===== src/common/ahb_sram_cfg.svh =====
/* AHB SRAM subsystem configuration */
`ifndef AHB_SRAM_CFG_SVH
`define AHB_SRAM_CFG_SVH

// AHB-lite bus
`define AHB_ADDR_W   32
`define AHB_DATA_W   32

// External SRAM, depth in halfwords
`define SRAM_DEPTH   2048
`define SRAM_ADDR_W  11
`define SRAM_DATA_W  16

// Region map: this address bit high selects the register block
`define REGS_SEL_BIT 16

// Read-only ID word
`define ID_VALUE     32'h5352_414d

`endif


===== src/common/ahb_sram_pkg.sv =====
/* AHB SRAM subsystem types */
`default_nettype none

`include "ahb_sram_cfg.svh"

package ahb_sram_pkg;

	// AHB transfer type, only bit 1 (active) matters to the slaves
	typedef enum logic [1:0] {
		IDLE   = 2'b00,
		BUSY   = 2'b01,
		NONSEQ = 2'b10,
		SEQ    = 2'b11
	} htrans_t;

	// Transfer size, bytes = 1 << hsize
	typedef enum logic [2:0] {
		BYTE = 3'd0,
		HALF = 3'd1,
		WORD = 3'd2
	} hsize_t;

	localparam int HALVES = `AHB_DATA_W / `SRAM_DATA_W;

	// Bus word seen whole or as SRAM-sized halves, index 1 is the upper half
	typedef union packed {
		logic [`AHB_DATA_W-1:0]                word;
		logic [HALVES-1:0][`SRAM_DATA_W-1:0]   half;
	} bus_word_u;

endpackage

`default_nettype wire


===== src/sram_ctrl/ahb_sram_halfwidth.sv =====
/* AHB-lite half-width SRAM controller */
`timescale 1ns/1ps
`default_nettype none

`include "ahb_sram_cfg.svh"

module ahb_sram_halfwidth (
	input  wire                          clk,
	input  wire                          rst_n,
	input  wire                          sel,
	input  wire [`AHB_ADDR_W-1:0]        haddr,
	input  wire                          hwrite,
	input  wire ahb_sram_pkg::htrans_t   htrans,
	input  wire ahb_sram_pkg::hsize_t    hsize,
	input  wire [`AHB_DATA_W-1:0]        hwdata,
	input  wire                          hready_in,
	output logic                         hready_resp,
	output logic [`AHB_DATA_W-1:0]       hrdata,
	output logic [`SRAM_ADDR_W-1:0]      sram_addr,
	output logic                         sram_ce_n,
	output logic                         sram_oe_n,
	output logic                         sram_we_n,
	output logic [`SRAM_DATA_W/8-1:0]    sram_byte_n,
	output logic [`SRAM_DATA_W-1:0]      sram_dq_out,
	output logic                         sram_dq_oe,
	input  wire [`SRAM_DATA_W-1:0]       sram_dq_in
);
	import ahb_sram_pkg::*;

	localparam int LANES  = `SRAM_DATA_W / 8;
	localparam int HW_LSB = $clog2(LANES);

	logic                    aphase;
	logic                    aphase_long;
	logic [LANES-1:0]        byte_mask;
	logic                    hready_r;
	logic                    long_dphase;
	logic                    step_hi;
	logic                    wr_dphase;
	logic                    we_next;
	logic                    we_tog_rise;
	logic                    we_tog_fall;
	logic [`SRAM_DATA_W-1:0] rd_half;
	logic [`SRAM_DATA_W-1:0] rdata_buf;
	bus_word_u               wr_word;
	bus_word_u               rd_word;

	assign aphase      = sel && htrans[1] && hready_in;
	assign aphase_long = (hsize == WORD);

	// Lanes within one SRAM halfword
	always_comb begin
		if (hsize == BYTE)
			byte_mask = {{(LANES-1){1'b0}}, 1'b1} << haddr[HW_LSB-1:0];
		else
			byte_mask = '1;
	end

	// First cycle of a word data phase, move on to the upper half
	assign step_hi   = !hready_in && long_dphase && !hready_r;
	assign wr_dphase = !sram_ce_n && sram_oe_n;
	assign we_next   = (aphase && hwrite) || (step_hi && wr_dphase);

	always_ff @(posedge clk or negedge rst_n) begin
		if (!rst_n) begin
			sram_addr   <= '0;
			sram_ce_n   <= 1'b1;
			sram_oe_n   <= 1'b1;
			sram_byte_n <= '1;
			hready_r    <= 1'b1;
			long_dphase <= 1'b0;
		end else if (aphase) begin
			sram_addr   <= haddr[HW_LSB +: `SRAM_ADDR_W];
			sram_ce_n   <= 1'b0;
			sram_oe_n   <= hwrite;
			sram_byte_n <= ~byte_mask;
			long_dphase <= aphase_long;
			hready_r    <= !aphase_long;
		end else if (hready_in) begin
			sram_ce_n   <= 1'b1;
			sram_oe_n   <= 1'b1;
			sram_byte_n <= '1;
			long_dphase <= 1'b0;
			hready_r    <= 1'b1;
		end else if (step_hi) begin
			sram_addr[0] <= 1'b1;
			hready_r     <= 1'b1;
		end
	end

	// Low half of a word read, held for the second cycle
	always_ff @(posedge clk) begin
		if (step_hi)
			rdata_buf <= rd_half;
	end

	// Write strobe: toggled on the rising edge, matched again on the falling
	// edge, so we_n is low only in the first half of a write cycle
	always_ff @(posedge clk or negedge rst_n) begin
		if (!rst_n)
			we_tog_rise <= 1'b0;
		else if (we_next)
			we_tog_rise <= ~we_tog_rise;
	end

	always_ff @(negedge clk or negedge rst_n) begin
		if (!rst_n)
			we_tog_fall <= 1'b0;
		else
			we_tog_fall <= we_tog_rise;
	end

	assign sram_we_n = ~(we_tog_rise ^ we_tog_fall);

	// Data pins, write half follows the current SRAM address bit
	assign wr_word.word = hwdata;
	assign sram_dq_out  = wr_word.half[sram_addr[0]];
	assign sram_dq_oe   = wr_dphase;

	assign rd_half = sram_dq_in & {`SRAM_DATA_W{!sram_oe_n}};

	// Narrow reads land in both halves, the master picks its lanes
	always_comb begin
		rd_word.half[1] = rd_half;
		rd_word.half[0] = long_dphase ? rdata_buf : rd_half;
	end

	assign hrdata      = rd_word.word;
	assign hready_resp = hready_r;

	// Output enable and write strobe must never overlap on the pins
	a_we_oe_excl: assert property (@(negedge clk) disable iff (!rst_n)
		!(!sram_we_n && !sram_oe_n));

	// Word transfers add exactly one wait state
	a_single_wait: assert property (@(posedge clk) disable iff (!rst_n)
		!hready_resp |=> hready_resp);

endmodule

`default_nettype wire


===== src/verilog/ahb_id_regs.sv =====
/* ID and scratch registers */
`timescale 1ns/1ps
`default_nettype none

`include "ahb_sram_cfg.svh"

module ahb_id_regs (
	input  wire                          clk,
	input  wire                          rst_n,
	input  wire                          sel,
	input  wire [`AHB_ADDR_W-1:0]        haddr,
	input  wire                          hwrite,
	input  wire ahb_sram_pkg::htrans_t   htrans,
	input  wire ahb_sram_pkg::hsize_t    hsize,
	input  wire [`AHB_DATA_W-1:0]        hwdata,
	input  wire                          hready_in,
	output logic                         hready_resp,
	output logic [`AHB_DATA_W-1:0]       hrdata
);
	import ahb_sram_pkg::*;

	localparam int LANES = `AHB_DATA_W / 8;
	localparam int IDX_W = `REGS_SEL_BIT - 2;

	logic [LANES-1:0]       byte_mask;
	logic                   dp_valid;
	logic                   dp_write;
	logic [IDX_W-1:0]       dp_idx;
	logic [LANES-1:0]       dp_mask;
	logic [`AHB_DATA_W-1:0] scratch0;
	logic [`AHB_DATA_W-1:0] scratch1;

	always_comb begin
		case (hsize)
			BYTE:    byte_mask = 4'b0001 << haddr[1:0];
			HALF:    byte_mask = 4'b0011 << {haddr[1], 1'b0};
			default: byte_mask = '1;
		endcase
	end

	// Address phase
	always_ff @(posedge clk or negedge rst_n) begin
		if (!rst_n) begin
			dp_valid <= 1'b0;
			dp_write <= 1'b0;
			dp_idx   <= '0;
			dp_mask  <= '0;
		end else if (hready_in) begin
			dp_valid <= sel && htrans[1];
			dp_write <= hwrite;
			dp_idx   <= haddr[2 +: IDX_W];
			dp_mask  <= byte_mask;
		end
	end

	// Writes land at the end of the data phase
	always_ff @(posedge clk or negedge rst_n) begin
		if (!rst_n) begin
			scratch0 <= '0;
			scratch1 <= '0;
		end else if (hready_in && dp_valid && dp_write) begin
			for (int i = 0; i < LANES; i++) begin
				if (dp_mask[i] && dp_idx == IDX_W'(1))
					scratch0[8*i +: 8] <= hwdata[8*i +: 8];
				if (dp_mask[i] && dp_idx == IDX_W'(2))
					scratch1[8*i +: 8] <= hwdata[8*i +: 8];
			end
		end
	end

	always_comb begin
		case (dp_idx)
			IDX_W'(0): hrdata = `ID_VALUE;
			IDX_W'(1): hrdata = scratch0;
			IDX_W'(2): hrdata = scratch1;
			default:   hrdata = '0;
		endcase
	end

	assign hready_resp = 1'b1;

	// This slave never stalls, so the bus is ready in each of its data phases
	a_no_wait: assert property (@(posedge clk) disable iff (!rst_n)
		dp_valid |-> hready_in);

endmodule

`default_nettype wire


===== src/verilog/ahb_slave_mux.sv =====
/* AHB-lite slave select and response mux */
`timescale 1ns/1ps
`default_nettype none

`include "ahb_sram_cfg.svh"

module ahb_slave_mux (
	input  wire                          clk,
	input  wire                          rst_n,
	input  wire [`AHB_ADDR_W-1:0]        haddr,
	input  wire ahb_sram_pkg::htrans_t   htrans,
	input  wire                          hready_in,
	input  wire                          sram_hready,
	input  wire [`AHB_DATA_W-1:0]        sram_rdata,
	input  wire                          regs_hready,
	input  wire [`AHB_DATA_W-1:0]        regs_rdata,
	output logic                         sel_sram,
	output logic                         sel_regs,
	output logic                         hready_resp,
	output logic [`AHB_DATA_W-1:0]       hrdata
);

	logic region_regs;
	logic dp_regs;

	// Region decode during the address phase
	assign region_regs = haddr[`REGS_SEL_BIT];
	assign sel_sram    = htrans[1] && !region_regs;
	assign sel_regs    = htrans[1] && region_regs;

	// Data phase owner, SRAM by default
	always_ff @(posedge clk or negedge rst_n) begin
		if (!rst_n)
			dp_regs <= 1'b0;
		else if (hready_in)
			dp_regs <= sel_regs;
	end

	assign hready_resp = dp_regs ? regs_hready : sram_hready;
	assign hrdata      = dp_regs ? regs_rdata : sram_rdata;

	// The SRAM controller sits idle and ready while the registers own the data phase
	a_sram_idle: assert property (@(posedge clk) disable iff (!rst_n)
		dp_regs |-> sram_hready);

endmodule

`default_nettype wire


===== src/verilog/ahb_sram_subsys.sv =====
/* AHB SRAM subsystem top */
`timescale 1ns/1ps
`default_nettype none

`include "ahb_sram_cfg.svh"

module ahb_sram_subsys (
	input  wire                          clk,
	input  wire                          rst_n,
	input  wire [`AHB_ADDR_W-1:0]        haddr,
	input  wire                          hwrite,
	input  wire ahb_sram_pkg::htrans_t   htrans,
	input  wire ahb_sram_pkg::hsize_t    hsize,
	input  wire [`AHB_DATA_W-1:0]        hwdata,
	input  wire                          hready_in,
	output wire                          hready_resp,
	output wire                          hresp,
	output wire [`AHB_DATA_W-1:0]        hrdata,
	output wire [`SRAM_ADDR_W-1:0]       sram_addr,
	output wire [`SRAM_DATA_W-1:0]       sram_dq_out,
	output wire                          sram_dq_oe,
	input  wire [`SRAM_DATA_W-1:0]       sram_dq_in,
	output wire                          sram_ce_n,
	output wire                          sram_oe_n,
	output wire                          sram_we_n,
	output wire [`SRAM_DATA_W/8-1:0]     sram_byte_n
);

	wire                   sel_sram;
	wire                   sel_regs;
	wire                   sram_hready;
	wire [`AHB_DATA_W-1:0] sram_rdata;
	wire                   regs_hready;
	wire [`AHB_DATA_W-1:0] regs_rdata;

	// No error responses
	assign hresp = 1'b0;

	ahb_slave_mux u_mux (
		.clk         (clk),
		.rst_n       (rst_n),
		.haddr       (haddr),
		.htrans      (htrans),
		.hready_in   (hready_in),
		.sram_hready (sram_hready),
		.sram_rdata  (sram_rdata),
		.regs_hready (regs_hready),
		.regs_rdata  (regs_rdata),
		.sel_sram    (sel_sram),
		.sel_regs    (sel_regs),
		.hready_resp (hready_resp),
		.hrdata      (hrdata)
	);

	ahb_sram_halfwidth u_sram_ctrl (
		.clk         (clk),
		.rst_n       (rst_n),
		.sel         (sel_sram),
		.haddr       (haddr),
		.hwrite      (hwrite),
		.htrans      (htrans),
		.hsize       (hsize),
		.hwdata      (hwdata),
		.hready_in   (hready_in),
		.hready_resp (sram_hready),
		.hrdata      (sram_rdata),
		.sram_addr   (sram_addr),
		.sram_ce_n   (sram_ce_n),
		.sram_oe_n   (sram_oe_n),
		.sram_we_n   (sram_we_n),
		.sram_byte_n (sram_byte_n),
		.sram_dq_out (sram_dq_out),
		.sram_dq_oe  (sram_dq_oe),
		.sram_dq_in  (sram_dq_in)
	);

	ahb_id_regs u_regs (
		.clk         (clk),
		.rst_n       (rst_n),
		.sel         (sel_regs),
		.haddr       (haddr),
		.hwrite      (hwrite),
		.htrans      (htrans),
		.hsize       (hsize),
		.hwdata      (hwdata),
		.hready_in   (hready_in),
		.hready_resp (regs_hready),
		.hrdata      (regs_rdata)
	);

endmodule

`default_nettype wire

===== config.mk =====
export PLATFORM = sky130hd
export DESIGN_NAME = ahb_sram_subsys
export DESIGN_NICKNAME = d
export VERILOG_FILES = /design/src/common/ahb_sram_pkg.sv /design/src/sram_ctrl/ahb_sram_halfwidth.sv /design/src/verilog/ahb_id_regs.sv /design/src/verilog/ahb_slave_mux.sv /design/src/verilog/ahb_sram_subsys.sv
export VERILOG_INCLUDE_DIRS = /design/src /design/src/common
export SDC_FILE = /design/constraint.sdc
export NUM_CORES = 1
export LEC_CHECK = 0
export BUFFER_PORTS_ARGS = -buffer_cell sky130_fd_sc_hd__buf_2
export CORE_MARGIN = 2
export CORE_UTILIZATION = 40
export DETAILED_ROUTE_END_ITERATION = 6
export PLACE_DENSITY_LB_ADDON = 0.1
export SETUP_SLACK_MARGIN = 0.3
export SLEW_MARGIN = 20
export SYNTH_ARGS = -nofsm -noshare
export SYNTH_HDL_FRONTEND = slang
export SYNTH_SLANG_ARGS = --single-unit

===== constraint.sdc =====
create_clock -name clk -period 1.6 [get_ports clk]
set_input_delay 0 -clock clk [delete_from_list [all_inputs] [get_ports clk]]
set_output_delay 0 -clock clk [all_outputs]
set_load 0.01 [all_outputs]

==> qor.csv, run 1 <==
metric;value;unit
outcome;complete, but fails checks;
failing checks;negative hold slack, negative setup slack;
Core Util, Final;63.6;%
GR Overflow Total;0;
FFs w/ async S/R, synth;86.6;%
maximum VDD drop;0.701;mV
crit-path max cell delay;0.40;ns
syn avg cell area;12.4;µm²
IO buf count;138;
# IOs;156;
pwr dens;912;nW/µm²
final WL;17.3;mm
Area Overhead vs Synth;56.0;%
Slowest-stage cell, CP;dfrtp_1;
Worst-Margin Slew;0.559;ns
hold crit path type;input port to register;
vias in the first global route;5184;
hold violation count in the final report;2;
CTS Buf Count;17;
Critical Path Fanout Max;7;
Syn Std Cell Area;5900;µm²
remaining antenna violation count after routing;0;
core area;14500;µm²
post-synth top area share;41.1;%
DIE AREA;15700;µm²
ys flop type;dfrtp_1;
vias;4710;
Ys Warns;0;
routability congestion estimate from global placement;0.733;
crit end category;output port;
skew final;0.0199;ns
Tcrit/Tclk final;136;%
syn_nets;566;
Initial Util;40.8;%
post-DP HPWL;11.0;mm
PnR worst setup slack;-0.581;ns
vias per std cell;5.12;
commonest non-fill, non-tap cell in the layout;buf_2;
CTS Sinks;119;
clock latency on the worst-skew pair;0.41;ns
Clk pin slew, worst setup/hold paths;0.05;ns
RSZ-0062 raised after global routing;yes;
Post-Synthesis Cells;477;
relative slew slack;62.8;%
CP arrival;2.18;ns
Setup crit start kind;register;
CP Cell Sequence;nor4_4 -> buf_4 -> nand4_1 -> buf_6 -> a21o_4 -> buf_12 -> o22ai_4 -> buf_2;
H-tree Lvls;4;
Synth cell types;42;
antenna diode instance count;0;
synthesized flop and latch total;119;
DRC viols;0;
initial antenna violation count;0;
critical path class;register to output port;
Final Critical Period;2.18;ns
Fmax;459;MHz
average wire per standard cell;18.8;µm
Pleak;4.32;nW
GRT Overall Usage;22.9;%
Max-cap violations;0;
layout cells sized above 1;50.1;%
number of fill cells in the layout;1120;
number of DRC markers in iteration 0;230;
largest net degree at the start of global routing;103;
final layout net count;812;
Crit path required time;1.60;ns
Chip Height;125;µm
global-route wire length before repair;27.9;mm
DP Worst Slack;-0.300;ns
CTS tree;yes;
WHS;-0.0915;ns
clk buf depth;2;
number of synthesized flops with an enable pin;16;
Finish-stage setup viols;97;
Slew Viols, Final;0;
root buffer cell;clkbuf_16;
row count;44;
post-synth top area cell;dfrtp_1;
sequential area share after synthesis;51.9;%
DIE WIDTH;125;µm
commonest non-fill, non-tap cells in the layout;buf_2, dfrtp_1, mux2_4, dlygate4sd3_1, buf_6;
TritonRoute pass-1 iters;4;
Area contributors post-synth;dfrtp_1, mux2_4, edfxtp_1, mux2_2, a221o_1;
power breakdown:
| group | internal [W] | total (W) | switching, W |
|---|---|---|---|
| Sequential | 0.00321 | 0.00330 | 0.0000966 |
| Combinational | 0.000866 | 0.00158 | 0.000715 |
| Clock | 0.00224 | 0.00351 | 0.00127 |
final timing paths:
| path | from | endpoint | slack [ns] | cells after the start |
|---|---|---|---|---|
| setup / recovery | u_regs.dp_idx[7]$_DFFE_PN0P_ | hrdata[8] | -0.58 | 8 |
| hold / removal | sram_dq_in[3] | u_sram_ctrl.rdata_buf[3]$_DFFE_PP_ | -0.09 | 3 |
| setup reg to reg | u_regs.dp_idx[7]$_DFFE_PN0P_ | u_regs.scratch0[11]$_DFFE_PN0P_ | -0.31 | 6 |
| hold reg to reg | u_sram_ctrl.sram_addr[2]$_DFFE_PN0P_ | u_sram_ctrl.sram_addr[2]$_DFFE_PN0P_ | 0.47 | 2 |
| max in group asynchronous | rst_n | u_sram_ctrl.we_tog_fall$_DFF_NN0_ | 0.81 | 2 |
| min in group asynchronous | rst_n | u_regs.scratch0[16]$_DFFE_PN0P_ | 0.23 | 3 |
timing repair:
item / CTS / global route
hold buffers: 61 / 1
resized for setup: 86 / 20
endpoints found under the setup margin: 136 / 140
setup buffers: 11 / 3
pin swaps: 5 / 1
hold endpoints to repair: 211 / 6
gates cloned: 4 / 0
routing by layer:
| layer | track usage, % | up-vias | wire length, µm |
|---|---|---|---|
| li1 | - | 2191 | - |
| met1 | 28.4 | 2373 | 7650 |
| met2 | 39.3 | 125 | 8670 |
| met3 | 4.79 | 21 | 640 |
| met4 | 8.50 | 0 | 321 |
| met5 | 0 | - | 0 |
area by class of cell:
type	count	area (µm²)	share of cell area, %
Sequential cell	119	3070	33.3
Multi-Input combinational cell	301	2970	32.2
Timing Repair Buffer	260	2300	25.0
Clock buffer	29	533	5.79
Tap cell	184	230	2.50
Inverter	24	97.6	1.06
Clock inverter	3	15.0	0.163
registers in the layout, indices dropped and copies added (netlist names), 2 cells and up:
| name | cells |
|---|---|
| u_regs.scratch1 | 32 |
| u_regs.dp_idx | 14 |
| u_sram_ctrl.sram_byte_n | 2 |
| u_sram_ctrl.rdata_buf | 16 |
| u_sram_ctrl.sram_addr | 11 |
| u_regs.dp_mask | 4 |
| u_regs.scratch0 | 32 |
synth_stat cells, drive strengths merged (4+ instances only):
cell     number
nand2        35
o21ai         4
edfxtp       16
nor2b        11
a221o        19
a21oi        32
dfrtp        97
nor4          4
mux2i        10
inv          24
o2bb2ai       4
nor2         31
mux2         94
clkbuf       19
and2          6
dfstp         5
a31oi         4
and3         11
nand2b        8
o22ai        10
buf          14
cells by family (layout without fill, tap and decap cells):
| group | after synthesis | after routing | synth area share [%] |
|---|---|---|---|
| and+or+nand+nor | 114 | 114 | 9.84 |
| AOI/OAI and AO/OA | 80 | 80 | 9.31 |
| xor gates and xnor gates | 2 | 2 | 0.297 |
| muxes | 104 | 104 | 23.7 |
| other | 1 | 1 | 0.0636 |
| buffers and inverters | 57 | 316 | 4.86 |
| DFF | 119 | 119 | 51.9 |
critical path: cells and delay by family, from the launching register on:
| kind | cells | cell delay, ns |
|---|---|---|
| AOI/OAI and AO/OA | 2 | 0.34 |
| buffers and inverters | 4 | 0.62 |
| DFF | 1 | 0.40 |
| and+or+nand+nor | 2 | 0.40 |
stage by stage:
stage | instance area, µm² | TNS [ns] | total power (W) | std cells
after floorplan | 6160 | -10.87 | 0.00392 | 477
after CTS | 9090 | -35.37 | 0.00844 | 916
after global routing | 9210 | -44.41 | 0.00875 | 920
after global placement | 7320 | -19.84 | 0.00443 | 808
after detailed placement | 7320 | -22.12 | 0.00445 | 808
final | 9210 | -35.18 | 0.00840 | 920
Note: power is estimated with default switching activity, not from simulation.
==> run 2, diff against run 1 <==
--- a/config.mk
+++ b/config.mk
@@ -9,6 +9,7 @@
 export BUFFER_PORTS_ARGS = -buffer_cell sky130_fd_sc_hd__buf_2
 export CORE_MARGIN = 2
 export CORE_UTILIZATION = 40
+export CTS_CLUSTER_DIAMETER = 150
 export DETAILED_ROUTE_END_ITERATION = 6
 export PLACE_DENSITY_LB_ADDON = 0.1
 export SETUP_SLACK_MARGIN = 0.3
==> constraint.sdc (replaced) <==
create_clock -name clk -period 1.78 [get_ports clk]
set_input_delay 0 -clock clk [delete_from_list [all_inputs] [get_ports clk]]
set_output_delay 0 -clock clk [all_outputs]
set_load 0.01 [all_outputs]
==> qor.csv, run 2 (synthesized netlist as in run 1, its figures left out) <==
metric;value;unit;change
final WL;16.8;mm;was 17.3 mm
WL met1;7.30;mm;was 7.65 mm
outcome;complete, but fails checks;;unchanged
Chip Height;125;µm;unchanged
CTS Buf Count;17;;unchanged
hold crit path type;input port to register;;unchanged
final cell count without fillers;911;;was 920
vias in the first global route;4993;;was 5184
Setup crit start kind;register;;unchanged
IO buf count;138;;unchanged
row count;44;;unchanged
Tcrit/Tclk final;124;%;
commonest non-fill, non-tap cells in the layout;buf_2, dfrtp_1, mux2_4, dlygate4sd3_1, nand2_1;;was buf_2, dfrtp_1, mux2_4, dlygate4sd3_1, buf_6
length of routed met3 wiring;931;µm;was 640 µm
worst r2r path cells;5;;was 6
post-DP HPWL;10.7;mm;was 11.0 mm
placed cell areas;7170;µm²;was 7320 µm²
GRT Overall Usage;22.1;%;was 22.9%
Final Critical Period;2.20;ns;
number of DRC markers in iteration 0;257;;was 230
Fmax;454;MHz;
PnR worst setup slack;-0.422;ns;was -0.581 ns
global-route wire length before repair;26.9;mm;was 27.9 mm
DIE WIDTH;125;µm;unchanged
Final Power;0.00753;W;was 0.00840 W
average wire per standard cell;18.5;µm;was 18.8 µm
TritonRoute pass-1 iters;4;;unchanged
Crit path required time;1.78;ns;was 1.60 ns
RSZ-0062 raised after global routing;yes;;unchanged
metal2 WL;8.51;mm;was 8.67 mm
biggest regs;u_regs.scratch0 (32), u_regs.scratch1 (32), u_sram_ctrl.rdata_buf (16);;unchanged
CP arrival;2.20;ns;was 2.18 ns
DP Worst Slack;-0.0984;ns;was -0.300 ns
H-tree Lvls;4;;unchanged
clock latency on the worst-skew pair;0.40;ns;was 0.41 ns
vias;4615;;was 4710
root buffer cell;clkbuf_16;;unchanged
relative slew slack;58.9;%;was 62.8%
Worst Hold End;u_sram_ctrl.rdata_buf[9]$_DFFE_PP_;;was u_sram_ctrl.rdata_buf[3]$_DFFE_PP_
skew final;0.0189;ns;was 0.0199 ns
DRC viols;0;;unchanged
reg2reg setup slack;-0.10;ns;was -0.31 ns
Clk pin slew, worst setup/hold paths;0.05;ns;about the same
commonest non-fill, non-tap cell in the layout;buf_2;;unchanged
final layout net count;805;;was 812
Crit Reg-Reg Endpoint;u_regs.scratch1[30]$_DFFE_PN0P_;;was u_regs.scratch0[11]$_DFFE_PN0P_
failing checks;negative setup slack;;was negative hold slack, negative setup slack
critical path class;register to output port;;unchanged
Max-cap violations;0;;unchanged
DIE AREA;15700;µm²;unchanged
CTS tree;yes;;unchanged
CTS Sinks;119;;unchanged
Pleak;4.18;nW;was 4.32 nW
hold violation count in the final report;0;;was 2
Area Overhead vs Synth;51.7;%;was 56.0%
R2R Path Start;u_regs.dp_idx[13]$_DFFE_PN0P_;;was u_regs.dp_idx[7]$_DFFE_PN0P_
dpl cells;802;;was 808
design area;8950;µm²;was 9210 µm²
Top Metal Used;met4;;unchanged
Finish-stage setup viols;97;;unchanged
remaining antenna violation count after routing;0;;unchanged
Slew Viols, Final;0;;unchanged
Critical Path Fanout Max;19;;was 7
GR Overflow Total;0;;unchanged
Worst-Margin Slew;0.616;ns;was 0.559 ns
# IOs;156;;unchanged
routability congestion estimate from global placement;0.810;;was 0.733
pwr dens;841;nW/µm²;was 912 nW/µm²
maximum VDD drop;0.669;mV;was 0.701 mV
clk buf depth;2;;unchanged
core area;14500;µm²;unchanged
antenna diode instance count;0;;unchanged
crit end category;output port;;unchanged
hold path start;sram_dq_in[9];;was sram_dq_in[3]
Initial Util;40.8;%;unchanged
WHS Path Cells;2;;was 3
initial antenna violation count;0;;unchanged
layout cells sized above 1;47.2;%;was 50.1%
largest net degree at the start of global routing;103;;unchanged
vias per std cell;5.07;;was 5.12
-- run 2: cell types whose count changed in the layout (fill, tap and decap cells not counted), moves of 3 or more --
cell / before / now
dlygate4sd3_1: 62 / 70
clkbuf_8: 2 / 5
inv_1: 20 / 23
clkbuf_16: 21 / 18
nand2b_4: 7 / 0
buf_12: 17 / 13
clkbuf_1: 8 / 4
nand2b_1: 1 / 8
buf_6: 44 / 27
buf_2: 107 / 113
-- run 2: routing by layer --
metal	vias to the layer above	track usage [%]
met4	0	6.34
met1	2297	29.6
met3	6	5.05
li1	2173	-
met5	-	0
met2	139	36.1
-- run 2: what timing repair did --
item | CTS | global route
endpoints found under the hold margin | 211 | 0
setup buffers | 7 | 0
hold buffers | 70 | 0
endpoints found under the setup margin | 126 | 126
pin swaps | 7 | 4
cloned | 2 | 0
resized for setup | 70 | 15
-- run 2: through the flow --
| step | hold WS, ns | TNS (ns) | util, % |
|---|---|---|---|
| floorplan | -0.296 | 0 | - |
| global placement | 0.167 | -3.84 | 49.6 |
| detailed placement | 0.175 | -4.88 | 49.6 |
| CTS | 0.0149 | -16.62 | 61.2 |
| global route | 0.0150 | -22.77 | 61.8 |
| finish | 0.0334 | -15.68 | 61.8 |
-- run 2: final cells by class --
class	instances	area, µm²
clock inverters	4	45.0
multi-input cells	301	2890
clock buffers	26	509
fillers	1110	5530
flip-flops and latches	119	3070
repair buffers	253	2120
well taps	184	230
inverters	24	93.8
-- run 2: how the worst max path moves through the flow --
stage                                                  to  slack (ns)                          start  cells after the start
after floorplan            u_regs.scratch0[0]$_DFFE_PN0P_        0.01  u_regs.dp_idx[13]$_DFFE_PN0P_                      5
after global placement     u_regs.scratch1[9]$_DFFE_PN0P_       -0.09  u_regs.dp_idx[13]$_DFFE_PN0P_                      5
after detailed placement  u_regs.scratch1[27]$_DFFE_PN0P_        -0.1  u_regs.dp_idx[13]$_DFFE_PN0P_                      5
after CTS                                      hrdata[29]       -0.46   u_regs.dp_idx[4]$_DFFE_PN0P_                      8
after global routing                            hrdata[1]       -0.56   u_regs.dp_idx[4]$_DFFE_PN0P_                      8
final                                           hrdata[1]       -0.42   u_regs.dp_idx[4]$_DFFE_PN0P_                      8
-- run 2: worst max-delay path, cell delays in order (launching register included) --
cell and delay, ns:
dfrtp_1 0.40, nor4_4 0.30, buf_4 0.15, nand4_1 0.13, buf_4 0.19, nor2_4 0.10, buf_12 0.17, a221o_1 0.19
buf_2 0.14
-- run 2: power breakdown --
group / switching, W / internal [W]
clock: 0.00114 / 0.00208
sequential: 0.0000860 / 0.00288
combinational: 0.000618 / 0.000723
